### config.mk
export PLATFORM = sky130hd
export DESIGN_NAME = bus_gpio
export DESIGN_NICKNAME = d
export VERILOG_FILES = /design/src/design/periph_pkg.sv /design/src/design/soc_bus_pkg.sv /design/src/design/bus_gpio.sv
export SDC_FILE = /design/constraint.sdc
export NUM_CORES = 1
export LEC_CHECK = 0
export ABC_AREA = 1
export BUFFER_PORTS_ARGS = -buffer_cell sky130_fd_sc_hd__buf_2
export CORE_ASPECT_RATIO = 1.5
export CORE_MARGIN = 1
export CORE_UTILIZATION = 46
export DETAILED_ROUTE_END_ITERATION = 10
export PLACE_DENSITY_LB_ADDON = 0.25
export SLEW_MARGIN = 10
export SYNTH_ARGS = -nofsm -noshare
export SYNTH_HDL_FRONTEND = slang
export SYNTH_SLANG_ARGS = --single-unit
### constraint.sdc
create_clock -name clk_i -period 1.3 [get_ports clk_i]
set_input_delay 0.26 -clock clk_i [delete_from_list [all_inputs] [get_ports clk_i]]
set_output_delay 0.26 -clock clk_i [all_outputs]
set_load 0.02 [all_outputs]
### src/design/periph_pkg.sv
`default_nettype none

package periph_pkg;

    // Memory depths in 32-bit words
    localparam int RAM_WORDS   = 1024;
    localparam int FLASH_WORDS = 256;

    localparam int RAM_IDX_W   = $clog2(RAM_WORDS);
    localparam int FLASH_IDX_W = $clog2(FLASH_WORDS);

    // UART bit timing
    localparam int UART_CLKS_PER_BIT = 4;
    localparam int UART_DIV_W        = $clog2(UART_CLKS_PER_BIT);
    localparam int UART_FRAME_BITS   = 10;
    localparam int UART_BIT_W        = $clog2(UART_FRAME_BITS);

    // Register offsets
    localparam logic [3:0] UART_TXDATA_OFS = 4'h0;
    localparam logic [3:0] UART_STATUS_OFS = 4'h4;

    localparam logic [7:0] GPIO_OUT_OFS = 8'h00;
    localparam logic [7:0] GPIO_IN_OFS  = 8'h04;

endpackage

`default_nettype wire

### src/design/soc_bus_pkg.sv
`default_nettype none

package soc_bus_pkg;

    // ========================================================
    // Bus types
    // ========================================================

    typedef logic [31:0] bus_data_t;

    // Request as driven by one master
    typedef struct packed {
        logic      read;
        logic      write;
        logic [31:0] addr;
        logic [3:0]  byteenable;
        bus_data_t   wdata;
    } bus_req_t;

    // Request as seen by one slave with the low address bits only
    typedef struct packed {
        logic        rd;
        logic        wr;
        logic [23:0] addr;
        logic [3:0]  byteenable;
        bus_data_t   wdata;
    } slave_req_t;

    // One-hot grant with bit 0 for the CPU and bit 1 for DMA
    typedef logic [1:0] grant_t;

    localparam int GRANT_CPU = 0;
    localparam int GRANT_DMA = 1;

    // ========================================================
    // Address map
    // ========================================================

    localparam logic [7:0]  RAM_BASE_HI   = 8'h00;
    localparam logic [7:0]  FLASH_BASE_HI = 8'h1E;
    localparam logic [27:0] UART_BASE     = 28'h1FD003F;
    localparam logic [23:0] GPIO_BASE     = 24'h1FD004;

endpackage

`default_nettype wire

### src/design/bus_gpio.sv
`default_nettype none
`timescale 1ns/1ps

module bus_gpio (
    input  logic                    clk_i,
    input  logic                    rst_n_i,
    input  soc_bus_pkg::slave_req_t req_i,
    output soc_bus_pkg::bus_data_t  rdata_o,
    input  logic [31:0]             gpio_i,
    output logic [31:0]             gpio_o
);
    import soc_bus_pkg::*;
    import periph_pkg::*;

    bus_data_t out_q;
    bus_data_t in_meta_q;
    bus_data_t in_sync_q;

    always_ff @(posedge clk_i or negedge rst_n_i) begin
        if (!rst_n_i) begin
            out_q     <= '0;
            in_meta_q <= '0;
            in_sync_q <= '0;
        end else begin
            in_meta_q <= gpio_i;
            in_sync_q <= in_meta_q;
            if (req_i.wr && (req_i.addr[7:0] == GPIO_OUT_OFS)) begin
                for (int b = 0; b < 4; b++) begin
                    if (req_i.byteenable[b]) begin
                        out_q[b*8 +: 8] <= req_i.wdata[b*8 +: 8];
                    end
                end
            end
        end
    end

    assign gpio_o = out_q;

    always_comb begin
        rdata_o = '0;
        if (req_i.rd) begin
            case (req_i.addr[7:0])
                GPIO_OUT_OFS: rdata_o = out_q;
                GPIO_IN_OFS:  rdata_o = in_sync_q;
                default:      rdata_o = '0;
            endcase
        end
    end

endmodule

`default_nettype wire

==> impl_metrics.json <==
{
  "min_period_ns": 1.696,
  "crit_type": "input pin to primary output",
  "syn_nets": 427,
  "finalMaxSlewViolations": 0,
  "pin_count": 160,
  "setup-tns-final_ns": -10.47,
  "portBuffers": 143,
  "viasPerCell": 5.688,
  "vias": 3646,
  "grt_max_degree": 97,
  "ant_nets": 0,
  "grt_antenna_before_repair": 1,
  "wirelength_mm": 14.64,
  "min_from": "gpio_i[20]",
  "grt_pass1_vias": 3616,
  "status": "complete, but fails checks",
  "synthTopCellsByCount": "nand2_1, dfrtp_1, nand3_1",
  "synthCells": 331,
  "regToRegStartpoint": "gpio_o[1]",
  "cellLeakagePower_nw": 3.203,
  "worstMarginPinSlew_ns": 0.5066,
  "synth_top_flop_cell": "dfrtp_1",
  "startpoint_type": "input pin",
  "place.gp.congestion": 0.8352,
  "drc": 0,
  "endpoint_kind": "primary output",
  "final_util_pct": 90.39,
  "ys.warnings.count": 0,
  "wl_per_cell_um": 22.83,
  "synth_top_cell_by_area": "dfrtp_1",
  "crit_path_start": "req_i[36]",
  "fp.dieW_um": 73.70,
  "setup_ws_ns": -0.3963,
  "max_freq_mhz": 589.5,
  "finalClockSkew_ns": 0.007138,
  "synth_top_area_share_pct": 67.72,
  "fin_crit_sh_pct": 130.5,
  "drt_iter0_drc": 287,
  "power.density_nw_per_um2": 899.1,
  "start_util_pct": 48.13,
  "fin_nets": 631,
  "hold_path_class": "input pin to flip-flop",
  "overflow": 0,
  "critPathMaxFanout": 8,
  "cts_root_buf": "clkbuf_8",
  "yosys-top-cells-area": "dfrtp_1, nand2_1, nand4_1, nand3_1, a21oi_1",
  "max-vdd-ir-drop_v": 0.001126,
  "critPathArrivalTime_ns": 1.44,
  "setup_violations": 33,
  "fp.dieH_um": 109.6,
  "maxCapViolations": 0,
  "synth-seq-area-share_pct": 67.72,
  "grt_pass1_wl_mm": 18.75,
  "clk_pin_slew_ns": 0.09,
  "cts_inserted_buffers": 9,
  "rsz0062_at_grt": "true",
  "cts_buffer_depth": 2,
  "critPathRequiredTime_ns": 1.04,
  "power.total_mw": 5.989,
  "hold_ws_ns": 0.01271,
  "ys_types": 13,
  "dpl_cell_area_sq_um": 4842,
  "synth.most_common_cell": "nand2_1",
  "synth_edf_count": 0,
  "slew_headroom_pct": 66.22,
  "final_cell_area_sq_um": 6661,
  "synthArstFlopShare_pct": 100.0,
  "track_usage_pct": 32.63,
  "ys_seq_elements": 96,
  "std_cell_rows": 38,
  "cts_tree": "done",
  "core_area_sq_um": 7370,
  "finalHoldViolCount": 0,
  "violations": "setup timing",
  "clk_latency_ns": 0.36,
  "n_fill_cell": 262,
  "h-tree-depth": 3,
  "syn_area_sq_um": 3547,
  "syn_area_per_cell_sq_um": 10.72,
  "cts.sink_count": 96,
  "dieArea_sq_um": 8074,
  "dr.pass1.iters": 7,
  "areaGrowthSynthToFinish_pct": 87.80,
  "drive_above_1_share_pct": 60.00,
  "hpwl_mm": 6.410
}
critical path: stages:
cell     delay, ns
buf_8         0.11
inv_4         0.06
nand2_4       0.06
nor2_4        0.15
buf_6         0.16
buf_12        0.16
nand3_2       0.12
a21oi_4       0.19
buf_6         0.14
worst paths after layout:
kind	endpoint	slack [ns]	cells past startpoint
min in group asynchronous	in_meta_q[25]	0.47	3
max in group asynchronous	gpio_o[13]	0.39	3
min reg2reg	in_sync_q[15]	0.36	0
min	in_meta_q[20]	0.01	1
max reg2reg	gpio_o[1]	0.49	3
max	rdata_o[18]	-0.40	9
timing repair:
item                                    CTS  global route
hold endpoints to repair                120             7
buffers inserted                         13             9
endpoints found under the setup margin   32            61
pin swaps                                14            40
hold buffers                             25             7
gates resized for setup                 141            99
cloned                                    9             2
where the power goes:
group	switching (mW)	internal, mW	total [mW]
sequential	0.0986	3.11	3.21
clock	1.16	0.953	2.12
combinational	0.368	0.296	0.663
per-layer routing:
layer | up-vias | GRT usage (%) | routed length (um)
li1 | 1532 | - | -
met1 | 1810 | 35.46 | 4806
met2 | 243 | 58.19 | 8107
met3 | 61 | 6.508 | 940
met4 | 0 | 18.41 | 782
met5 | - | 0 | 0
layout make-up:
class,count,area [sq um],share of cell area (%)
Inverter,5,42.54,0.6386
Clock buffer,9,123.9,1.860
Antenna cell,1,2.502,0.03757
Sequential cell,96,2411,36.19
Clock inverter,7,96.34,1.446
Tap cell,100,125.1,1.878
Multi-Input combinational cell,206,1889,28.36
Timing Repair Buffer,217,1971,29.58
sequential cells by signal, indices dropped and copies added, names as in the netlist:
name       cells
gpio_o        32
in_sync_q     32
in_meta_q     32
stage by stage:
step           cells  setup slack (ns)
2_1_floorplan    331          -0.01593
3_3_place_gp     565           -0.3082
3_5_place_dp     565           -0.3481
4_1_cts          627           -0.3567
5_1_grt          641           -0.4505
6_report         641           -0.3963
logic make-up after synthesis:
logic type             count (synthesis)  share of synthesized area, %
AND/OR/NAND/NOR                      174                         23.28
buffers and inverters                 29                         4.480
AO/OA/AOI/OAI                         32                         4.515
flip-flops                            96                         67.72
placed cells by master (no fill, tap or decap):
cell           netlist  layout
buf_2               16      99
dfrtp_1             96      89
nand2_1            100      63
buf_6                4      45
a21oi_4              0      32
nand4_1             32      32
dlygate4sd3_1        0      32
nand2_4              0      23
nand3_4              3      21
buf_4                0      16
nand3_2              0      15
nand2_2              0      14
buf_12               0      14
clkbuf_8             0       9
dfrtp_2              0       7
nor2_4               1       6
buf_16               0       5
buf_8                0       4
inv_8                0       3
clkinv_8             0       2
inv_4                0       2
clkbuf_16            0       2
diode_2              0       1
clkinv_4             0       1
clkinv_2             0       1
bufinv_16            0       1
inv_6                0       1
clkinvlp_4           0       1
Power figures use the tool's default switching activity.
