`config.mk`:
```
export PLATFORM = sky130hd
export DESIGN_NAME = dbus
export DESIGN_NICKNAME = d
export VERILOG_FILES = /design/src/design/soc_bus_pkg.sv /design/src/design/dbus.sv
export SDC_FILE = /design/constraint.sdc
export NUM_CORES = 1
export LEC_CHECK = 0
export CORE_AREA = 2 2 185 187
export DETAILED_ROUTE_END_ITERATION = 10
export DIE_AREA = 0 0 187 189
export DONT_BUFFER_PORTS = 1
export PLACE_DENSITY_LB_ADDON = 0.05
export SYNTH_ARGS = -nofsm -noshare
export SYNTH_HDL_FRONTEND = slang
export SYNTH_SLANG_ARGS = --single-unit
```
`constraint.sdc`:
```
create_clock -name vclk -period 4.4
set_input_delay 0.44 -clock vclk [all_inputs]
set_output_delay 0.44 -clock vclk [all_outputs]
set_load 0.01 [all_outputs]
```
`src/design/soc_bus_pkg.sv`:
```
`default_nettype none

package soc_bus_pkg;

    // ========================================================
    // Bus types
    // ========================================================

    typedef logic [31:0] bus_data_t;

    // Request as driven by one master
    typedef struct packed {
        logic      read;
        logic      write;
        logic [31:0] addr;
        logic [3:0]  byteenable;
        bus_data_t   wdata;
    } bus_req_t;

    // Request as seen by one slave with the low address bits only
    typedef struct packed {
        logic        rd;
        logic        wr;
        logic [23:0] addr;
        logic [3:0]  byteenable;
        bus_data_t   wdata;
    } slave_req_t;

    // One-hot grant with bit 0 for the CPU and bit 1 for DMA
    typedef logic [1:0] grant_t;

    localparam int GRANT_CPU = 0;
    localparam int GRANT_DMA = 1;

    // ========================================================
    // Address map
    // ========================================================

    localparam logic [7:0]  RAM_BASE_HI   = 8'h00;
    localparam logic [7:0]  FLASH_BASE_HI = 8'h1E;
    localparam logic [27:0] UART_BASE     = 28'h1FD003F;
    localparam logic [23:0] GPIO_BASE     = 24'h1FD004;

endpackage

`default_nettype wire

```
`src/design/dbus.sv`:
```
`default_nettype none
`timescale 1ns/1ps

module dbus (
    input  soc_bus_pkg::bus_req_t   bus_req_i,
    output soc_bus_pkg::bus_data_t  rddata_o,
    output soc_bus_pkg::slave_req_t ram_req_o,
    output soc_bus_pkg::slave_req_t flash_req_o,
    output soc_bus_pkg::slave_req_t uart_req_o,
    output soc_bus_pkg::slave_req_t gpio_req_o,
    input  soc_bus_pkg::bus_data_t  ram_rdata_i,
    input  soc_bus_pkg::bus_data_t  flash_rdata_i,
    input  soc_bus_pkg::bus_data_t  uart_rdata_i,
    input  soc_bus_pkg::bus_data_t  gpio_rdata_i
);
    import soc_bus_pkg::*;

    slave_req_t common_req;

    // Shared payload without strobes
    always_comb begin
        common_req            = '0;
        common_req.addr       = bus_req_i.addr[23:0];
        common_req.byteenable = bus_req_i.byteenable;
        common_req.wdata      = bus_req_i.wdata;
    end

    // ========================================================
    // Address decode
    // ========================================================

    always_comb begin
        ram_req_o   = common_req;
        flash_req_o = common_req;
        uart_req_o  = common_req;
        gpio_req_o  = common_req;
        rddata_o    = '0;

        if (bus_req_i.addr[31:24] == RAM_BASE_HI) begin
            ram_req_o.rd = bus_req_i.read;
            ram_req_o.wr = bus_req_i.write;
            rddata_o     = ram_rdata_i;
        end else if (bus_req_i.addr[31:24] == FLASH_BASE_HI) begin
            flash_req_o.rd = bus_req_i.read;
            flash_req_o.wr = bus_req_i.write;
            rddata_o       = flash_rdata_i;
        end else if (bus_req_i.addr[31:4] == UART_BASE) begin
            uart_req_o.rd = bus_req_i.read;
            uart_req_o.wr = bus_req_i.write;
            rddata_o      = uart_rdata_i;
        end else if (bus_req_i.addr[31:8] == GPIO_BASE) begin
            gpio_req_o.rd = bus_req_i.read;
            gpio_req_o.wr = bus_req_i.write;
            rddata_o      = gpio_rdata_i;
        end
        // unmapped addresses get no strobes and read zero
    end

endmodule

`default_nettype wire

```
==> flow_metrics.env <==
export IMPL_grt_antenna_before_repair=1
export IMPL_postCtsSetupRepairBufs=0
export IMPL_cts_hold_buffers=0
export IMPL_post_synth_instance_area_um2=3070
export IMPL_cts_resized=0
export IMPL_die_area_um2=35300
export IMPL_whs_endpoint="flash_req_o[30]"
export IMPL_critical_path_startpoint_type="input pin"
export IMPL_dpl_cell_count=617
export IMPL_fp_dieH_um=189
export IMPL_syn_num_nets=622
export IMPL_critical_path_max_fanout=21
export IMPL_cp_data_required_time_ns=3.96
export IMPL_timing_hold_ws_ns=0.880
export IMPL_status="finished, final reports clean"
export IMPL_leakage_nw=0.457
export IMPL_grt_usage_pct=6.52
export IMPL_netlist_top_cells_area="sky130_fd_sc_hd__buf_4 59%, sky130_fd_sc_hd__a22oi_2 8.1%, sky130_fd_sc_hd__a31oi_1 6.5%"
export IMPL_floorplan_rows=67
export IMPL_globalplace_congestion=0.662
export IMPL_num_sequential=0
export IMPL_drt_drc_violations_left=0
export IMPL_grt_overflow_total=0
export IMPL_final_max_slew_violation_count=0
export IMPL_post_place_worst_slack_ns=1.28
export IMPL_setup_tns_final_ns=0
export IMPL_wl_mm=12.7
export IMPL_detail_route_antenna_nets=0
export IMPL_core_region_area_um2=33300
export IMPL_worstMarginPinSlew_ns=1.04
export IMPL_via_per_inst=2.95
export IMPL_count_of_warnings_emitted_by_yosys=0
export IMPL_post_route_period_util_pct=69.1
export IMPL_syn_instance_count=424
export IMPL_route_vias_total=1823
export IMPL_report_final_hold_viol_count=0
export IMPL_holdCritStartpoint="bus_req_i[30]"
export IMPL_setup_viol=0
export IMPL_syn_area_per_cell_um2=7.25
export IMPL_worst_ep_arrival_time_ns=2.60
export IMPL_min_path_type="input pin to primary output"
export IMPL_seq_power_share_pct=0
export IMPL_ys_seq_area_share_pct=0
export IMPL_power_share_clock_pct=0
export IMPL_initialDrtViolationCount=75
export IMPL_cell_internal_pwr_mw=0.0110
export IMPL_via_count_of_the_first_global_routing_pass=2118
export IMPL_hpwlAfterDp_mm=9.84
export IMPL_ff_latch_area_um2=0
export IMPL_drive_gt1_share_pct=26.0
export IMPL_syn2layout_area_growth_pct=-40.9
export IMPL_drt_first_pass_iters=4
export IMPL_finalNetCount=369
export IMPL_share_of_the_core_filled_with_cells_pct=5.46
export IMPL_post_route_min_period_ns=3.04
export IMPL_wl_per_cell_um=20.5
export IMPL_synth_distinct_cells=29
export IMPL_yosysTopAreaCell="sky130_fd_sc_hd__buf_4"
export IMPL_power_switching_mw=0.0240
export IMPL_whs_path_depth=0
export IMPL_rsz_0062_raised_after_global_routing="no"
export IMPL_n_clock_buffer=0
export IMPL_ioPinCount=478
export IMPL_grt_first_pass_wirelength_mm=16.8
export IMPL_cp_capture_type="primary output"
export IMPL_power_ir_vdd_worst_mv=0.0308
export IMPL_synth_largest_type_area_fraction_pct=59.1
export IMPL_fin_ws_ns=1.36
export IMPL_die_w_um=187
export IMPL_achievable_frequency_mhz=329
export IMPL_grt_start_max_net_pins=35
export IMPL_starting_utilization_of_the_core_area_pct=9.24
export IMPL_power_switching_fraction_pct=68.5
export IMPL_drv_cap=0
export IMPL_instances_no_fill=618
export IMPL_io_buffer_count=0
export IMPL_criticalPathCategory="input pin to primary output"
export IMPL_max_slew_margin_rel_pct=30.4
export IMPL_combPwrFrac_pct=100.0
export IMPL_pwr_cell_area_nw_per_um2=19.3
## cells in the mapped netlist, types with 2 or more instances
cell	n
sky130_fd_sc_hd__a22oi_1	12
sky130_fd_sc_hd__a22oi_2	20
sky130_fd_sc_hd__a31oi_1	32
sky130_fd_sc_hd__and3_1	4
sky130_fd_sc_hd__buf_1	2
sky130_fd_sc_hd__buf_2	4
sky130_fd_sc_hd__buf_4	242
sky130_fd_sc_hd__clkbuf_1	15
sky130_fd_sc_hd__dlymetal6s2s_1	2
sky130_fd_sc_hd__nand2_1	2
sky130_fd_sc_hd__nand3_1	33
sky130_fd_sc_hd__nand4b_1	2
sky130_fd_sc_hd__nor2_1	4
sky130_fd_sc_hd__nor3_1	2
sky130_fd_sc_hd__nor4_4	2
sky130_fd_sc_hd__o22ai_1	32
sky130_fd_sc_hd__or2_1	2
## routing by layer
metal	wire, µm	track usage (%)	vias to the layer above
met4	595	3.02	0
li1	-	-	757
met5	0	0	-
met2	7120	13.2	167
met1	4110	6.54	835
met3	827	0.778	64
## worst max-delay path, cell delays in order
cell	delay [ns]
sky130_fd_sc_hd__or4_1	0.58
sky130_fd_sc_hd__a211oi_4	0.90
sky130_fd_sc_hd__buf_4	0.37
sky130_fd_sc_hd__a31oi_1	0.08
sky130_fd_sc_hd__a22oi_2	0.21
## layout make-up
cell class | count | area, µm²
Fill cell | 3962 | 31500
Multi-Input combinational cell | 158 | 1170
Tap cell | 448 | 561
Timing Repair Buffer | 11 | 82.6
Antenna cell | 1 | 2.50
## power by group through the flow
stage | Combinational [mW] | Sequential, mW | Clock [mW]
after floorplan | 0.249 | 0 | 0
after global placement | 0.0374 | 0 | 0
after detailed placement | 0.0371 | 0 | 0
after CTS | 0.0372 | 0 | 0
after global routing | 0.0382 | 0 | 0.0000000305
final | 0.0351 | 0 | 0.0000000305
## how the worst max path moves through the flow
stage                       start  slack (ns)  cells past startpoint           end
floorplan           bus_req_i[49]        2.02                      5   rddata_o[0]
CTS                 bus_req_i[61]        1.30                      5  rddata_o[16]
detailed placement  bus_req_i[61]        1.28                      5  rddata_o[16]
finish              bus_req_i[61]        1.36                      5   rddata_o[5]
global placement    bus_req_i[61]        1.31                      5  rddata_o[10]
global route        bus_req_i[61]        1.16                      5  rddata_o[14]
## metrics by stage
stage	power [mW]	cell area [µm²]
after global placement	0.0374	1810
after global routing	0.0382	1820
after floorplan	0.249	3070
after CTS	0.0372	1810
final	0.0351	1820
after detailed placement	0.0371	1810
## logic make-up after synthesis
logic type             Yosys count  share of synthesized area [%]
buffers and inverters          266                           63.0
and+or+nand+nor                 61                           12.7
AOI/OAI and AO/OA               97                           24.3
## cells in the final DEF (no fill, tap or decap), types with 2 or more instances in the layout
cell,netlist,final
sky130_fd_sc_hd__nand3_1,33,33
sky130_fd_sc_hd__o22ai_1,32,32
sky130_fd_sc_hd__a31oi_1,32,32
sky130_fd_sc_hd__a22oi_2,20,20
sky130_fd_sc_hd__a22oi_1,12,12
sky130_fd_sc_hd__buf_4,242,11
sky130_fd_sc_hd__nor2_1,4,4
sky130_fd_sc_hd__and3_1,4,4
sky130_fd_sc_hd__or2_2,1,3
sky130_fd_sc_hd__nor4_4,2,3
sky130_fd_sc_hd__nand4b_1,2,2
sky130_fd_sc_hd__nand2_1,2,2
Note: power is estimated with default switching activity, not from simulation.
