<file path="src/design/soc_bus_pkg.sv">
`default_nettype none

package soc_bus_pkg;

    // ========================================================
    // Bus types
    // ========================================================

    typedef logic [31:0] bus_data_t;

    // Request as driven by one master
    typedef struct packed {
        logic      read;
        logic      write;
        logic [31:0] addr;
        logic [3:0]  byteenable;
        bus_data_t   wdata;
    } bus_req_t;

    // Request as seen by one slave with the low address bits only
    typedef struct packed {
        logic        rd;
        logic        wr;
        logic [23:0] addr;
        logic [3:0]  byteenable;
        bus_data_t   wdata;
    } slave_req_t;

    // One-hot grant with bit 0 for the CPU and bit 1 for DMA
    typedef logic [1:0] grant_t;

    localparam int GRANT_CPU = 0;
    localparam int GRANT_DMA = 1;

    // ========================================================
    // Address map
    // ========================================================

    localparam logic [7:0]  RAM_BASE_HI   = 8'h00;
    localparam logic [7:0]  FLASH_BASE_HI = 8'h1E;
    localparam logic [27:0] UART_BASE     = 28'h1FD003F;
    localparam logic [23:0] GPIO_BASE     = 24'h1FD004;

endpackage

`default_nettype wire

</file>
<file path="src/design/bus_arbiter.sv">
`default_nettype none
`timescale 1ns/1ps

module bus_arbiter (
    input  logic                  clk_i,
    input  logic                  rst_n_i,
    input  soc_bus_pkg::bus_req_t cpu_req_i,
    input  soc_bus_pkg::bus_req_t dma_req_i,
    output soc_bus_pkg::grant_t   grant_o,
    output soc_bus_pkg::bus_req_t bus_req_o
);
    import soc_bus_pkg::*;

    logic   cpu_pend;
    logic   dma_pend;
    logic   prio_q;
    grant_t grant;

    assign cpu_pend = cpu_req_i.read | cpu_req_i.write;
    assign dma_pend = dma_req_i.read | dma_req_i.write;

    // Priority bit only matters when both masters ask
    always_comb begin
        grant = '0;
        if (cpu_pend && dma_pend) begin
            if (prio_q) begin
                grant[GRANT_DMA] = 1'b1;
            end else begin
                grant[GRANT_CPU] = 1'b1;
            end
        end else if (cpu_pend) begin
            grant[GRANT_CPU] = 1'b1;
        end else if (dma_pend) begin
            grant[GRANT_DMA] = 1'b1;
        end
    end

    always_comb begin
        bus_req_o = '0;
        if (grant[GRANT_CPU]) begin
            bus_req_o = cpu_req_i;
        end else if (grant[GRANT_DMA]) begin
            bus_req_o = dma_req_i;
        end
    end

    // Hand priority to the loser after a contended grant
    always_ff @(posedge clk_i or negedge rst_n_i) begin
        if (!rst_n_i) begin
            prio_q <= 1'b0;
        end else if (cpu_pend && dma_pend) begin
            prio_q <= grant[GRANT_CPU];
        end
    end

    assign grant_o = grant;

endmodule

`default_nettype wire

</file>
<file path="config.mk">
export PLATFORM = sky130hd
export DESIGN_NAME = bus_arbiter
export DESIGN_NICKNAME = d
export VERILOG_FILES = /design/src/design/soc_bus_pkg.sv /design/src/design/bus_arbiter.sv
export SDC_FILE = /design/constraint.sdc
export NUM_CORES = 1
export LEC_CHECK = 0
export CORE_AREA = 3 3 82 84
export DETAILED_ROUTE_END_ITERATION = 6
export DIE_AREA = 0 0 85 87
export DONT_BUFFER_PORTS = 1
export GPL_ROUTABILITY_DRIVEN = 1
export HOLD_SLACK_MARGIN = 0.06
export REMOVE_ABC_BUFFERS = 1
export SETUP_SLACK_MARGIN = 0.2
export SKIP_CTS_REPAIR_TIMING = 1
export SLEW_MARGIN = 20
export SYNTH_ARGS = -nofsm -noshare
export SYNTH_HDL_FRONTEND = slang
export SYNTH_SLANG_ARGS = --single-unit
</file>
<file path="constraint.sdc">
create_clock -name clk_i -period 2 [get_ports clk_i]
set_input_delay 0.4 -clock clk_i [delete_from_list [all_inputs] [get_ports clk_i]]
set_output_delay 0.4 -clock clk_i [all_outputs]
set_load 0.005 [all_outputs]
</file>
==> results of run 1 <==
## logic make-up (layout without fill, tap and decap cells)
kind of cell,count (synthesis),count (layout),share of synthesized area [%]
flip-flops,1,1,3.125
AND/OR/NAND/NOR,4,4,2.812
buffers and inverters,17,6,12.97
XOR/XNOR,1,1,1.094
AO/OA/AOI/OAI,75,75,80.00
## final cells by class
cell class | instances | area, um^2
fill | 676 | 5112
timing repair buffer | 4 | 71.32
multi-input combinational | 80 | 680.7
tap | 75 | 93.84
sequential | 1 | 25.02
inverter | 2 | 7.507
## worst max-delay path, cell delays in order
cell	delay [ns]
o21a_1	0.20
nor2_4	0.13
buf_6	0.27
a22o_1	0.23
## cells in the final DEF (no fill, tap or decap)
cell	synthesis	layout
a21oi_1	2	2
a22o_1	68	68
a31oi_1	2	2
buf_12	0	3
buf_6	3	1
dfrtp_1	1	1
inv_1	2	2
nand2b_1	2	2
nor2_2	1	1
nor2_4	0	1
o21a_1	1	1
o22a_2	0	1
o22ai_1	1	1
xnor2_1	1	1
## per-stage QoR
stage	instance area [um^2]	util [%]	instances	total power, mW	worst slack, ns
after global placement	872.1	14.56	162	1.008	0.2986
after detailed placement	872.1	14.56	162	1.019	0.2673
after global routing	878.3	14.66	162	1.120	0.2723
after CTS	872.1	14.56	162	1.032	0.2572
after floorplan	704.4	-	83	0.7599	-0.6528
final	878.3	14.66	162	1.028	0.3501
## final timing paths
kind	start	endpoint	slack [ns]
setup / recovery	dma_req_i[68]	bus_req_o[7]	0.35
hold / removal	rst_n_i	prio_q	0.10
setup reg to reg	prio_q	prio_q	1.28
hold reg to reg	prio_q	prio_q	0.59
max in group asynchronous	rst_n_i	prio_q	1.83
min in group clk_i	prio_q	prio_q	0.59
## routing by layer
layer | up-vias | wire length, um
met3 | 0 | 513
met2 | 104 | 2561
met1 | 487 | 1831
li1 | 403 | -
met4 | 0 | 0
met5 | - | 0
## power by group through the flow
stage	Combinational, mW	Clock (mW)	Sequential (mW)
after floorplan	0.715	0	0.0452
after global placement	0.961	0	0.0466
after detailed placement	0.969	0	0.0501
after CTS	0.981	0	0.0501
after global routing	1.07	0	0.0536
final	0.979	0	0.0493
==> run_results.csv, run 1 <==
group,metric,value,unit
outcome,status,"finished clean",
sta,hold_viol,0,
yosys,ys_warn_count,0,
route,postRouteAntennaNets,0,
yosys,synthTopCellsByArea,"a22o_1 74%, buf_2 6.9%, buf_6 4.2%, dfrtp_1 3.1%, a31oi_1 1.6%",
global_routing,grt_pass1_wl,5865,um
global_routing,grt_max_degree,40,
sta,drv_slew,0,
yosys,synth_area,800.8,um^2
layout,reg_top3,"prio_q x1",
floorplanning,rows,28,
floorplanning,start_util,13.37,%
floorplanning,ios,214,
layout,area_growth,9.687,%
yosys,post-synth-top-count-cell,"a22o_1",
yosys,netlist_instances,98,
pwr,p_comb_share,95.2,%
yosys,synth_edf_count,0,
pwr,swShare,54.32,%
worst_setup_path,arrival,1.25,ns
layout,drive_gt1_share,8.046,%
route,dr.pass1.iters,4,
global_routing,antenna_found_initial,0,
yosys,synth_top_cells_by_count,"68 x a22o_1, 11 x buf_2, 3 x buf_6",
sta,timing.hold.ws,0.1043,ns
yosys,yosysSeqAreaShare,3.125,%
sta,period_minus_slack,1.650,ns
floorplanning,die_w,85,um
layout,largest_register,"prio_q",
global_routing,grt_usage,10.41,%
yosys,synth_top_area_share,74.37,%
pwr,net-switching-power,558.6,uW
pwr,clkPwrFrac,0,%
worst_setup_path,worstPathRequired,1.60,ns
sta,fmax,606.1,MHz
layout,final_nets,231,
worst_setup_path,worstPathMaxFanout,39,
placement,io_buffers,0,
global_routing,grt_pass1_vias,877,
sta,worstMarginPinSlew,0.2702,ns
floorplanning,die_h,87,um
sta,grt_setup_unrepaired,"no",
sta,setup_viol,0,
pwr,p_per_area,1171,mW/mm^2
sta,max_slew_margin,81.98,%
sta,fin_setup_tns,0,ns
placement,hpwl,4278,um
yosys,synth_top_area_cell,"a22o_1",
sta,finalCritPeriodShare,82.49,%
route,wirelength,4907,um
yosys,synth-seq-cells,1,
pwr,seq_power_share,4.8,%
pwr,power_leakage,0.3546,nW
floorplanning,die-area,0.007395,mm^2
clock_network,clk_latency,0,ns
sta,skew,0,ns
floorplanning,coreArea,0.005991,mm^2
worst_setup_path,ff2ff_path_depth,1,
global_routing,gr-usage-met3,2.081,%
clock_network,clkTransAtPathRegs,0,ns
global_routing,grt-ovfl-total,0,
pwr,ir_drop,0.6865,mV
min_path,hp-class,"in2async",
worst_setup_path,cp-start-kind,"input port",
placement,routabilityCongestion,0.7785,
worst_setup_path,crit_type,"in2out",
pwr,internal_power,469.7,uW
yosys,yosys.cell_types.count,15,
yosys,synth_ff_type,"dfrtp_1",
route,drt_iter0_drc,59,
route,route.detailed.drc,0,
route,vias,994,
yosys,synth-async-reset-ratio,100.0,%
global_routing,use_met1,14.39,%
worst_setup_path,critPathCaptureType,"primary output",
route,vias_per_cell,6.136,
global_routing,met2_usage,17.80,%
job,drv_cap,0,
yosys,avgSynthCellArea,8.171,um^2
layout,diodes,0,
layout,largest_reg_flops,1,
global_routing,grt.busiest_layer,"met2",
route,routedWlPerCell,30.29,um
Power figures use the tool's default switching activity.
==> run 2: changes to the inputs <==
Settings changed: ABC_AREA set to 1, CORE_AREA 3 3 82 84 to 3 3 83 85, DIE_AREA 0 0 85 87 to 0 0 86 88.
Clock period 2 ns to 1.64 ns, I/O delays scaled along.
==> run 2 against run 1 <==
Cell count rose by 93%. Highest routed layer is now met4. Clock skew unchanged. Synthesized cell count rose to 2.6 times the previous value. Sequential share of layout area fell by 0.84 points. Combinational power decreased by 21%. Largest power group unchanged. Setup slack worse by 0.13 ns.
==> run_results.csv, run 2 <==
group,metric,value,unit
outcome,status,"finished clean",
yosys,synth_edf_count,0,
route,wirelength,5029,um
layout,largest_reg_flops,1,
yosys,netlist_instances,252,
layout,final_core_util,20.83,%
global_routing,grt_pass1_vias,1300,
layout,fillers,701,
yosys,synth_area,0.001197,mm^2
worst_setup_path,ff2ff_path_depth,3,
route,route.detailed.drc,0,
route,dr.pass1.iters,4,
layout,largest_register,"prio_q",
worst_setup_path,cp-startpoint,"dma_req_i[69]",
yosys,synth_top_area_cell,"nand3_1",
layout,drive_gt1_share,6.809,%
sta,grt_setup_unrepaired,"yes",
clock_network,clk_latency,0,ns
worst_setup_path,arrival,1.09,ns
yosys,synth_ff_type,"dfrtp_1",
sta,timing.hold.ws,0.5495,ns
global_routing,grt-ovfl-total,0,
layout,layout_common_cells,"137 x nand3_1, 73 x nand2_1, 4 x buf_12, 3 x buf_4",
floorplanning,start_util,19.08,%
route,drt_iter0_drc,112,
sta,skew,0,ns
worst_setup_path,reg2reg_to,"prio_q",
sta,setup_slack,0.2248,ns
placement,io_buffers,0,
floorplanning,coreArea,0.006277,mm^2
layout,reg_top3,"prio_q x1",
yosys,synthTopCellsByArea,"nand3_1 57%, nand2_1 23%, buf_2 7.9%, buf_6 2.8%, dfrtp_1 2.1%",
yosys,ys_warn_count,0,
floorplanning,die_w,86,um
sta,max_slew_margin,77.65,%
global_routing,grt_usage,10.04,%
worst_setup_path,worstPathRequired,1.31,ns
yosys,synth-async-reset-ratio,100.0,%
layout,area_growth,9.195,%
global_routing,grt_max_degree,38,
sta,setup_viol,0,
sta,worstMarginPinSlew,0.3352,ns
route,routedWlPerCell,16.12,um
worst_setup_path,rrSetupSlack,0.90,ns
yosys,synth_top_area_share,57.26,%
clock_network,clkTransAtPathRegs,0,ns
global_routing,grt_pass1_wl,6230,um
route,vias_per_cell,5.535,
yosys,synth-seq-cells,1,
worst_setup_path,r2r_start,"prio_q",
sta,fmax,706.6,MHz
worst_setup_path,worstPathMaxFanout,35,
layout,final_nets,379,
placement,hpwl,4325,um
worst_setup_path,crit_type,"in2out",
layout,final_common_cell,"nand3_1",
route,postRouteAntennaNets,0,
yosys,post-synth-top-count-cell,"nand3_1",
pwr,power_leakage,0.7158,nW
pwr,ir_drop,0.3022,mV
sta,period_minus_slack,1.415,ns
job,drv_cap,0,
yosys,synth_top_cells_by_count,"137 x nand3_1, 74 x nand2_1, 19 x buf_2",
route,vias,1727,
floorplanning,rows,29,
pwr,p_per_area,625.0,mW/mm^2
floorplanning,ios,214,
min_path,hp-class,"in2async",
yosys,yosys.cell_types.count,14,
sta,drv_slew,0,
worst_setup_path,cp-start-kind,"input port",
floorplanning,die-area,0.007568,mm^2
floorplanning,die_h,88,um
placement,place_ws,0.2141,ns
global_routing,antenna_found_initial,0,
sta,finalCritPeriodShare,86.29,%
yosys,yosysSeqAreaShare,2.090,%
sta,hold_viol,0,
worst_setup_path,critPathCaptureType,"primary output",
yosys,avgSynthCellArea,4.752,um^2
placement,routabilityCongestion,0.8230,
layout,diodes,0,
==> run 2: changes by cell type after synthesis, sizes merged, moves of 2 or more <==
cell / delta
nand3: +137
o21ai: +3
inv: +2
a22o: -68
nand2: +75
a31oi: -2
buf: +12
nand2b: -2
==> run 2: cell type report <==
type	instances	area [um^2]	share of cell area, %
flip-flops and latches	1	26.28	2.010
multi-input cells	219	1016	77.70
inverters	4	15.01	1.148
well taps	77	96.34	7.368
repair buffers	11	153.9	11.77
==> run 2: per-layer routing <==
layer	GRT usage [%]	vias up	share of wire (%)
li1	-	832	-
met1	10.32	736	33
met2	22.07	155	55
met3	0.4704	4	11
met4	1.439	0	1.2
met5	0	-	0
==> run 2: power breakdown <==
part	leakage, nW	total (mW)	switching [mW]	internal [mW]
clock network	0	0	0	0
registers	0.0109	0.0419	0.00998	0.0319
logic	0.705	0.775	0.510	0.265
total	0.716	0.817	0.520	0.297
==> run 2: metrics by stage <==
stage / instance area (um^2) / total power [mW] / setup TNS (ns) / cells
6_report: 1308 / 0.8172 / 0 / 312
5_1_grt: 1308 / 0.9118 / 0 / 312
4_1_cts: 1277 / 0.7974 / 0 / 311
3_5_place_dp: 1277 / 0.7962 / 0 / 311
3_3_place_gp: 1277 / 0.7717 / 0 / 311
2_1_floorplan: 1046 / 0.5937 / -84.28 / 224
==> run 2: cells by family after synthesis <==
logic type	after synthesis	synth area share [%]
simple gates	214	81.61
buf+inv	32	13.90
compound gates	5	2.404
flops	1	2.090
==> run 2: how the worst max path moves through the flow <==
stage          slack [ns]  cells past startpoint       endpoint
2_1_floorplan       -1.20                      5   bus_req_o[0]
3_3_place_gp         0.26                      6  bus_req_o[25]
3_5_place_dp         0.21                      6  bus_req_o[26]
4_1_cts              0.21                      6  bus_req_o[10]
5_1_grt              0.18                      5  bus_req_o[61]
6_report             0.22                      5  bus_req_o[61]
==> run 2: critical path, cell delays in order <==
cell     delay, ns
inv_1         0.04
nand2_2       0.10
buf_4         0.33
nand3_1       0.17
nand2_1       0.11
