<file path="config.mk">
export PLATFORM = sky130hd
export DESIGN_NAME = bus_uart
export DESIGN_NICKNAME = d
export VERILOG_FILES = /design/src/design/periph_pkg.sv /design/src/design/soc_bus_pkg.sv /design/src/design/bus_uart.sv
export SDC_FILE = /design/constraint.sdc
export NUM_CORES = 1
export LEC_CHECK = 0
export BUFFER_PORTS_ARGS = -buffer_cell sky130_fd_sc_hd__buf_2
export CAP_MARGIN = 20
export CORE_MARGIN = 4
export CORE_UTILIZATION = 25
export DETAILED_ROUTE_END_ITERATION = 7
export PLACE_DENSITY = 0.68
export SETUP_SLACK_MARGIN = 0.2
export SLEW_MARGIN = 5
export SYNTH_ARGS = -nofsm -noshare
export SYNTH_HDL_FRONTEND = slang
export SYNTH_SLANG_ARGS = --single-unit
</file>
<file path="constraint.sdc">
create_clock -name clk_i -period 2.2 [get_ports clk_i]
set_clock_uncertainty 0.05 [all_clocks]
set_input_delay 0.22 -clock clk_i [delete_from_list [all_inputs] [get_ports clk_i]]
set_output_delay 0.22 -clock clk_i [all_outputs]
set_load 0.05 [all_outputs]
</file>
<file path="src/design/periph_pkg.sv">
`default_nettype none

package periph_pkg;

    // Memory depths in 32-bit words
    localparam int RAM_WORDS   = 1024;
    localparam int FLASH_WORDS = 256;

    localparam int RAM_IDX_W   = $clog2(RAM_WORDS);
    localparam int FLASH_IDX_W = $clog2(FLASH_WORDS);

    // UART bit timing
    localparam int UART_CLKS_PER_BIT = 4;
    localparam int UART_DIV_W        = $clog2(UART_CLKS_PER_BIT);
    localparam int UART_FRAME_BITS   = 10;
    localparam int UART_BIT_W        = $clog2(UART_FRAME_BITS);

    // Register offsets
    localparam logic [3:0] UART_TXDATA_OFS = 4'h0;
    localparam logic [3:0] UART_STATUS_OFS = 4'h4;

    localparam logic [7:0] GPIO_OUT_OFS = 8'h00;
    localparam logic [7:0] GPIO_IN_OFS  = 8'h04;

endpackage

`default_nettype wire

</file>
<file path="src/design/soc_bus_pkg.sv">
`default_nettype none

package soc_bus_pkg;

    // ========================================================
    // Bus types
    // ========================================================

    typedef logic [31:0] bus_data_t;

    // Request as driven by one master
    typedef struct packed {
        logic      read;
        logic      write;
        logic [31:0] addr;
        logic [3:0]  byteenable;
        bus_data_t   wdata;
    } bus_req_t;

    // Request as seen by one slave with the low address bits only
    typedef struct packed {
        logic        rd;
        logic        wr;
        logic [23:0] addr;
        logic [3:0]  byteenable;
        bus_data_t   wdata;
    } slave_req_t;

    // One-hot grant with bit 0 for the CPU and bit 1 for DMA
    typedef logic [1:0] grant_t;

    localparam int GRANT_CPU = 0;
    localparam int GRANT_DMA = 1;

    // ========================================================
    // Address map
    // ========================================================

    localparam logic [7:0]  RAM_BASE_HI   = 8'h00;
    localparam logic [7:0]  FLASH_BASE_HI = 8'h1E;
    localparam logic [27:0] UART_BASE     = 28'h1FD003F;
    localparam logic [23:0] GPIO_BASE     = 24'h1FD004;

endpackage

`default_nettype wire

</file>
<file path="src/design/bus_uart.sv">
`default_nettype none
`timescale 1ns/1ps

module bus_uart (
    input  logic                    clk_i,
    input  logic                    rst_n_i,
    input  soc_bus_pkg::slave_req_t req_i,
    output soc_bus_pkg::bus_data_t  rdata_o,
    output logic                    tx_o
);
    import soc_bus_pkg::*;
    import periph_pkg::*;

    logic                       busy_q;
    logic [UART_FRAME_BITS-1:0] shift_q;
    logic [UART_DIV_W-1:0]      div_q;
    logic [UART_BIT_W-1:0]      bit_q;
    logic                       start;
    logic                       bit_end;

    assign start   = req_i.wr && (req_i.addr[3:0] == UART_TXDATA_OFS) && !busy_q;
    assign bit_end = (div_q == UART_DIV_W'(UART_CLKS_PER_BIT - 1));

    // ========================================================
    // Transmit shifter
    // ========================================================

    always_ff @(posedge clk_i or negedge rst_n_i) begin
        if (!rst_n_i) begin
            busy_q  <= 1'b0;
            shift_q <= '1;
            div_q   <= '0;
            bit_q   <= '0;
        end else if (start) begin
            // Stop, data LSB first, start in bit 0
            busy_q  <= 1'b1;
            shift_q <= {1'b1, req_i.wdata[7:0], 1'b0};
            div_q   <= '0;
            bit_q   <= '0;
        end else if (busy_q) begin
            if (bit_end) begin
                div_q   <= '0;
                shift_q <= {1'b1, shift_q[UART_FRAME_BITS-1:1]};
                if (bit_q == UART_BIT_W'(UART_FRAME_BITS - 1)) begin
                    busy_q <= 1'b0;
                    bit_q  <= '0;
                end else begin
                    bit_q <= bit_q + 1'b1;
                end
            end else begin
                div_q <= div_q + 1'b1;
            end
        end
    end

    // Idle shifter is all ones, so the line rests high
    assign tx_o = shift_q[0];

    always_comb begin
        rdata_o = '0;
        if (req_i.rd && (req_i.addr[3:0] == UART_STATUS_OFS)) begin
            rdata_o[0] = busy_q;
        end
    end

endmodule

`default_nettype wire

</file>
==> flow_summary_export.csv, run 1 <==
group,metric,value,unit
floorplanning,core_area,4120,um2
timing,fmax,649,MHz
layout,final_cell_area,1150,um2
synthesis,synthSimpleGateAreaFrac,16.6,%
clock_tree,post-cts-setup-buffers,0,
clock_tree,clk_pin_slew,0.06,ns
setup_path,path_buf_inv,1,
clock_tree,clock-sinks,16,
setup_path,setup.worst_path.end_class,"primary output",
global_route,grt_usage,6.68,%
routing,wl_per_cell,10.6,um
global_route,grt_max_degree,17,
timing,holdWs,0.131,ns
floorplanning,io_pins,97,
synthesis,synth.largest_area_cell,"dfstp_2",
synthesis,yosysSeqAreaShare,37.8,%
synthesis,synth.avg_cell_area,9.99,um2
worst_hold_path,min_path_type,"input port to flip-flop",
timing,hold_viol,0,
routing,drt_pre_antenna_iters,3,
global_route,overflow,0,
pwr,ir_worst_vdd,0.369,mV
clock_tree,clk_latency,0.25,ns
timing,rsz0062_at_grt,"no",
setup_path,critPathKind,"flip-flop to primary output",
layout,final_core_utilization,28.1,%
timing,setup-tns-final,0,ns
setup_path,critPathSlowestCell,"dfrtp_1",
global_route,grt_pass1_wl,2830,um
synthesis,synth_compound_area_share,13.6,%
placed_design,io_buffers,17,
setup_path,worstPathMaxFanout,11,
synthesis,yosys_warnings,0,
routing,drtIter0Drc,29,
placed_design,dp_cells,173,
floorplanning,die_area,5470,um2
routing,via_per_inst,4.10,
clock_tree,h-tree-depth,1,
routing,drc,0,
layout,final_layout_size_suffix_gt1_share,27.3,%
clock_tree,root_buffer,"clkbuf_8",
run_status,status,"complete, no violations",
routing,routed_wl,1900,um
pwr,p_leak,0.563,nW
synthesis,ys_seq_elements,16,
synthesis,synth_top_family_by_area,"buffers and inverters",
global_route,antenna_found_initial,0,
layout,n_antenna_cell,0,
layout,nets,196,
setup_path,cp.arrival,1.27,ns
pwr,finalPower,1.41,mW
setup_path,startpoint_type,"flip-flop",
floorplanning,fp.dieH,74.0,um
flow_run,max-cap-violations,0,
routing,num_vias,730,
synthesis,ys_types,32,
synthesis,synth_edf_count,0,
synthesis,ys_async_sr_fraction,100,%
placed_design,dpl.hpwl,1480,um
timing,min_period_over_period,70.0,%
floorplanning,die-width,74.0,um
placed_design,placed_area,1090,um2
setup_path,critical_path.top_delay_family,"flip-flops",
synthesis,yosys-top-cells-count,"buf_4, dfstp_2, nand2_1",
synthesis,synth_fa_ha_area_share,3.45,%
synthesis,synth.area.top_cells,"dfstp_2, buf_4, dfrtp_1, ha_1, buf_6",
timing,min_period,1.54,ns
synthesis,syn_area,1090,um2
timing,fin_ws,0.660,ns
layout,fin_cells,178,
placed_design,pre_cts_slack,0.681,ns
synthesis,synth_flop_cell,"dfstp_2",
routing,ant_nets,0,
synthesis,yosys.area_share.xor_xnor,0,%
layout,syn2layout_area_growth,6.09,%
timing,drv_slew,0,
setup_path,critPathRequiredTime,1.93,ns
clock_tree,clk_path_buf_depth,2,
setup_path,critPathMaxStageDelay,0.53,ns
clock_tree,cts_tree,"yes",
pwr,p_per_area,1220,nW/um2
global_route,grt_pass1_vias,615,
placed_design,routabilityCongestion,0.691,
synthesis,synthCells,109,
synthesis,synth.most_common_cell,"buf_4",
timing,setup_viol,0,
clock_tree,cts_buffers,3,
floorplanning,rows,23,
floorplanning,start_util,26.5,%
synthesis,yosysTopAreaCellShare,21.7,%
setup_path,path_cells,"and4_1 -> buf_2",
synthesis,synth.area.mux_share,2.76,%
-- cell families after synthesis --
group / Yosys count
multiplexers: 3
other: 1
adder cells (fa/ha/maj): 3
buffers and inverters: 37
AO/OA/AOI/OAI: 20
flip-flops: 16
AND/OR/NAND/NOR: 29
-- sequential cells by signal, indices dropped and copies added, names as in the netlist --
| signal | cells |
|---|---|
| shift_q | 9 |
| bit_q | 4 |
| div_q | 2 |
| busy_q | 1 |
-- placed cells by master (no fill, tap or decap), drive strengths merged, types with 2 or more instances in the layout --
cell type,Yosys,final
dfstp,9,9
nor2,2,2
and3,3,3
nand2,8,8
ha,3,3
a221o,3,3
nand3,6,6
dfrtp,7,7
nor3b,2,2
a21oi,3,3
buf,34,18
mux2i,3,3
nand2b,2,2
a22o,2,2
inv,3,3
and2,3,3
clkbuf,0,4
conb,1,31
o21ai,5,5
-- worst paths after layout --
kind / cells after the start / endpoint / slack [ns] / from
max: 2 / rdata_o[0] / 0.66 / busy_q
min: 3 / shift_q[1] / 0.13 / req_i[0]
max reg2reg: 3 / bit_q[1] / 0.72 / busy_q
min reg2reg: 2 / shift_q[0] / 0.41 / shift_q[0]
max in group asynchronous: 2 / shift_q[4] / 1.42 / rst_n_i
min in group asynchronous: 2 / bit_q[2] / 0.38 / rst_n_i
-- area by class of cell --
class / instances / area (um2)
clock buffer: 4 / 55.1
fill: 453 / 2960
inverter: 3 / 11.3
multi-input combinational: 86 / 512
sequential: 16 / 412
tap: 50 / 62.6
timing repair buffer: 19 / 103
-- power breakdown --
group / switching [mW] / internal [mW]
sequential: 0.107 / 0.483
combinational: 0.342 / 0.217
clock: 0.0985 / 0.159
-- worst register-to-register path, stage by stage (launching register included) --
cell	delay (ns)
dfrtp_1	0.49
nor3b_4	0.24
and2_1	0.40
o32ai_1	0.16
-- layer usage --
layer  vias up  wire (um)  GRT usage (%)
li1        356          -              -
met1       343        885           9.73
met2        29        839           9.45
met3         2        156           2.16
met4         0         13           1.81
met5         -          0              0
-- timing repair --
action / CTS / global route
endpoints found under the hold margin: 7 / 0
gates resized for setup: 0 / 0
hold buffers: 1 / 0
No activity file was read; power rests on OpenSTA's default activity.
==> inputs of run 2 (changes only) <==
--- a/config.mk
+++ b/config.mk
@@ -5,6 +5,7 @@
 export SDC_FILE = /design/constraint.sdc
 export NUM_CORES = 1
 export LEC_CHECK = 0
+export ABC_AREA = 1
 export BUFFER_PORTS_ARGS = -buffer_cell sky130_fd_sc_hd__buf_2
 export CAP_MARGIN = 20
 export CORE_MARGIN = 4
==> constraint.sdc (replaced) <==
create_clock -name clk_i -period 1.5 [get_ports clk_i]
set_clock_uncertainty 0.05 [all_clocks]
set_input_delay 0.15 -clock clk_i [delete_from_list [all_inputs] [get_ports clk_i]]
set_output_delay 0.15 -clock clk_i [all_outputs]
set_load 0.05 [all_outputs]
==> flow_summary_export.csv, run 2 <==
group,metric,value,unit
global_route,overflow,0,
setup_path,worstPathMaxFanout,4,
layout,nFillCells,462,
synthesis,synthCells,136,
setup_path,r2r_end,"shift_q[1]",
setup_path,critPathKind,"flip-flop to primary output",
timing,min_period_over_period,83.6,%
routing,drc,0,
setup_path,setup.worst_path.end_class,"primary output",
clock_tree,root_buffer,"clkbuf_8",
timing,rsz0062_at_grt,"yes",
layout,multi_input_area,556,um2
global_route,grt_pass1_vias,652,
routing,drt_pre_antenna_iters,4,
timing,fin_ws,0.245,ns
setup_path,critical_path.top_delay_family,"flip-flops",
setup_path,cp.arrival,1.05,ns
setup_path,r2r_cells,7,
timing,fmax,797,MHz
pwr,p_per_area,820,nW/um2
setup_path,path_cells,"nand3_1 -> nor2_2 -> buf_4",
synthesis,ys_async_sr_fraction,100,%
synthesis,yosysTopAreaCellShare,21.3,%
layout,final_cell_area,1270,um2
placed_design,io_buffers,17,
floorplanning,io_pins,97,
synthesis,synth.largest_area_cell,"dfstp_2",
clock_tree,cts_tree,"yes",
timing,drv_slew,0,
floorplanning,die-width,74.7,um
synthesis,synth.area.top_cells,"dfstp_2, buf_4, dfrtp_1, nand3_1, nand2_1",
timing,min_period,1.25,ns
global_route,grt_usage,7.07,%
layout,final_layout_size_suffix_gt1_share,31.7,%
routing,routed_wl,2200,um
routing,num_vias,832,
routing,ant_nets,0,
global_route,grt_max_degree,17,
synthesis,synth_edf_count,0,
floorplanning,rows,23,
clock_tree,cts_buffers,3,
setup_path,worstReg2RegStart,"div_q[0]",
run_status,status,"complete, no violations",
synthesis,yosys_warnings,0,
layout,final_cell_mix,"conb_1, nand2_1, nand3_1, buf_2, inv_1",
placed_design,placed_area,1130,um2
synthesis,ys_types,25,
placed_design,dpl.hpwl,1510,um
synthesis,synth.most_common_cell,"buf_4",
clock_tree,clk_pin_slew,0.06,ns
setup_path,startpoint_type,"flip-flop",
floorplanning,die_area,5580,um2
worst_hold_path,holdPathStages,3,
timing,setup_viol,0,
layout,seqCellArea,414,um2
placed_design,pre_cts_slack,0.173,ns
synthesis,synth.avg_cell_area,8.18,um2
worst_hold_path,min_from,"req_i[4]",
clock_tree,h-tree-depth,1,
layout,nets,229,
synthesis,yosysSeqAreaShare,37.0,%
global_route,grt_pass1_wl,2990,um
clock_tree,clock-sinks,16,
synthesis,synth_flop_cell,"dfstp_2",
setup_path,critPathSlowestCell,"dfrtp_2",
clock_tree,clk_latency,0.25,ns
layout,n_antenna_cell,0,
worst_hold_path,min_to,"shift_q[5]",
placed_design,routabilityCongestion,0.760,
setup_path,rrSetupSlack,0.28,ns
setup_path,critPathRequiredTime,1.30,ns
worst_hold_path,min_path_type,"input port to flip-flop",
timing,hold_viol,0,
timing,setup-tns-final,0,ns
synthesis,ys_seq_elements,16,
flow_run,max-cap-violations,0,
floorplanning,fp.dieH,74.7,um
pwr,ir_worst_vdd,0.380,mV
synthesis,yosys-top-cells-count,"buf_4, nand2_1, nand3_1",
floorplanning,core_area,4140,um2
floorplanning,start_util,26.8,%
routing,via_per_inst,3.94,
layout,regMostFlops,"shift_q",
layout,largest_reg_flops,9,
setup_path,critPathMaxStageDelay,0.41,ns
pwr,p_leak,0.673,nW
clock_tree,clk_path_buf_depth,2,
routing,wl_per_cell,10.4,um
layout,syn2layout_area_growth,14.5,%
layout,fin_cells,211,
synthesis,syn_area,1110,um2
layout,reg_top3,"shift_q x9, bit_q x4, div_q x2",
routing,drtIter0Drc,18,
layout,final_common_cell,"conb_1",
placed_design,dp_cells,201,
global_route,antenna_found_initial,0,
setup_path,path_buf_inv,1,
[run 2: cell count changes after synthesis, sizes merged, moves of 3 or more]
cell,change
a221o,-3
a21oi,-3
and3,-3
mux2i,-3
nand4,+3
nand2,+19
and2,-3
nand3,+16
nor2,+7
inv,+10
[run 2: worst max path at each step]
stage / depth (start not counted) / to / start
3_3_place_gp: 5 / bit_q[3] / div_q[0]
5_1_grt: 7 / bit_q[1] / bit_q[1]
6_report: 3 / rdata_o[0] / busy_q
3_5_place_dp: 4 / bit_q[3] / busy_q
2_1_floorplan: 2 / rdata_o[0] / busy_q
4_1_cts: 3 / rdata_o[0] / busy_q
[run 2: what timing repair did]
action	4_1_cts	5_1_grt
endpoints found under the setup margin	7	11
setup buffers	0	4
endpoints found under the hold margin	7	0
cloned	0	1
pin swaps	0	2
gates resized for setup	4	6
hold buffers	1	0
[run 2: per-stage QoR]
step                util (%)  hold WS, ns  total power, mW
global route            30.7       0.0794             1.09
finish                  30.7       0.0655             1.04
detailed placement      27.4       0.0299            0.655
global placement        27.4       0.0300            0.654
CTS                     29.2       0.0612             1.05
floorplan                  -       -0.196            0.684
[run 2: worst reg2reg max path, cell delays in order, from the launching register on]
cell	delay, ns
dfrtp_1	0.41
ha_4	0.18
nand2_4	0.11
or2_0	0.21
nand2_1	0.07
nand2_1	0.05
nand2_1	0.05
inv_1	0.04
[run 2: layout make-up]
class	instances	area share, %
Clock buffer	4	4.32
Inverter	13	4.03
Multi-Input combinational cell	105	43.6
Sequential cell	16	32.5
Tap cell	50	4.91
Timing Repair Buffer	23	10.6
[run 2: kinds of logic (layout without fill, tap and decap cells)]
kind of cell	count (synthesis)	after routing	share of synthesized area, %
XOR/XNOR	1	1	0.788
other	1	31	0.337
AO/OA/AOI/OAI	7	7	3.82
AND/OR/NAND/NOR	62	63	27.9
adder cells (fa/ha/maj)	3	3	3.37
flip-flops	16	16	37.0
buffers and inverters	46	40	26.8
[run 2: report_power, final]
group	internal, mW	leakage, nW	switching (mW)
clock network	0.233	0.0288	0.157
registers	0.433	0.181	0
logic	0.0207	0.463	0.200
total	0.687	0.673	0.358
[run 2: routing by layer]
layer | share of wire (%) | vias to the layer above | GRT usage [%]
met5 | 0 | - | 0
met4 | 2.1 | 0 | 4.74
met3 | 4.7 | 5 | 1.20
met2 | 53 | 24 | 10.9
met1 | 41 | 376 | 9.01
li1 | - | 427 | -
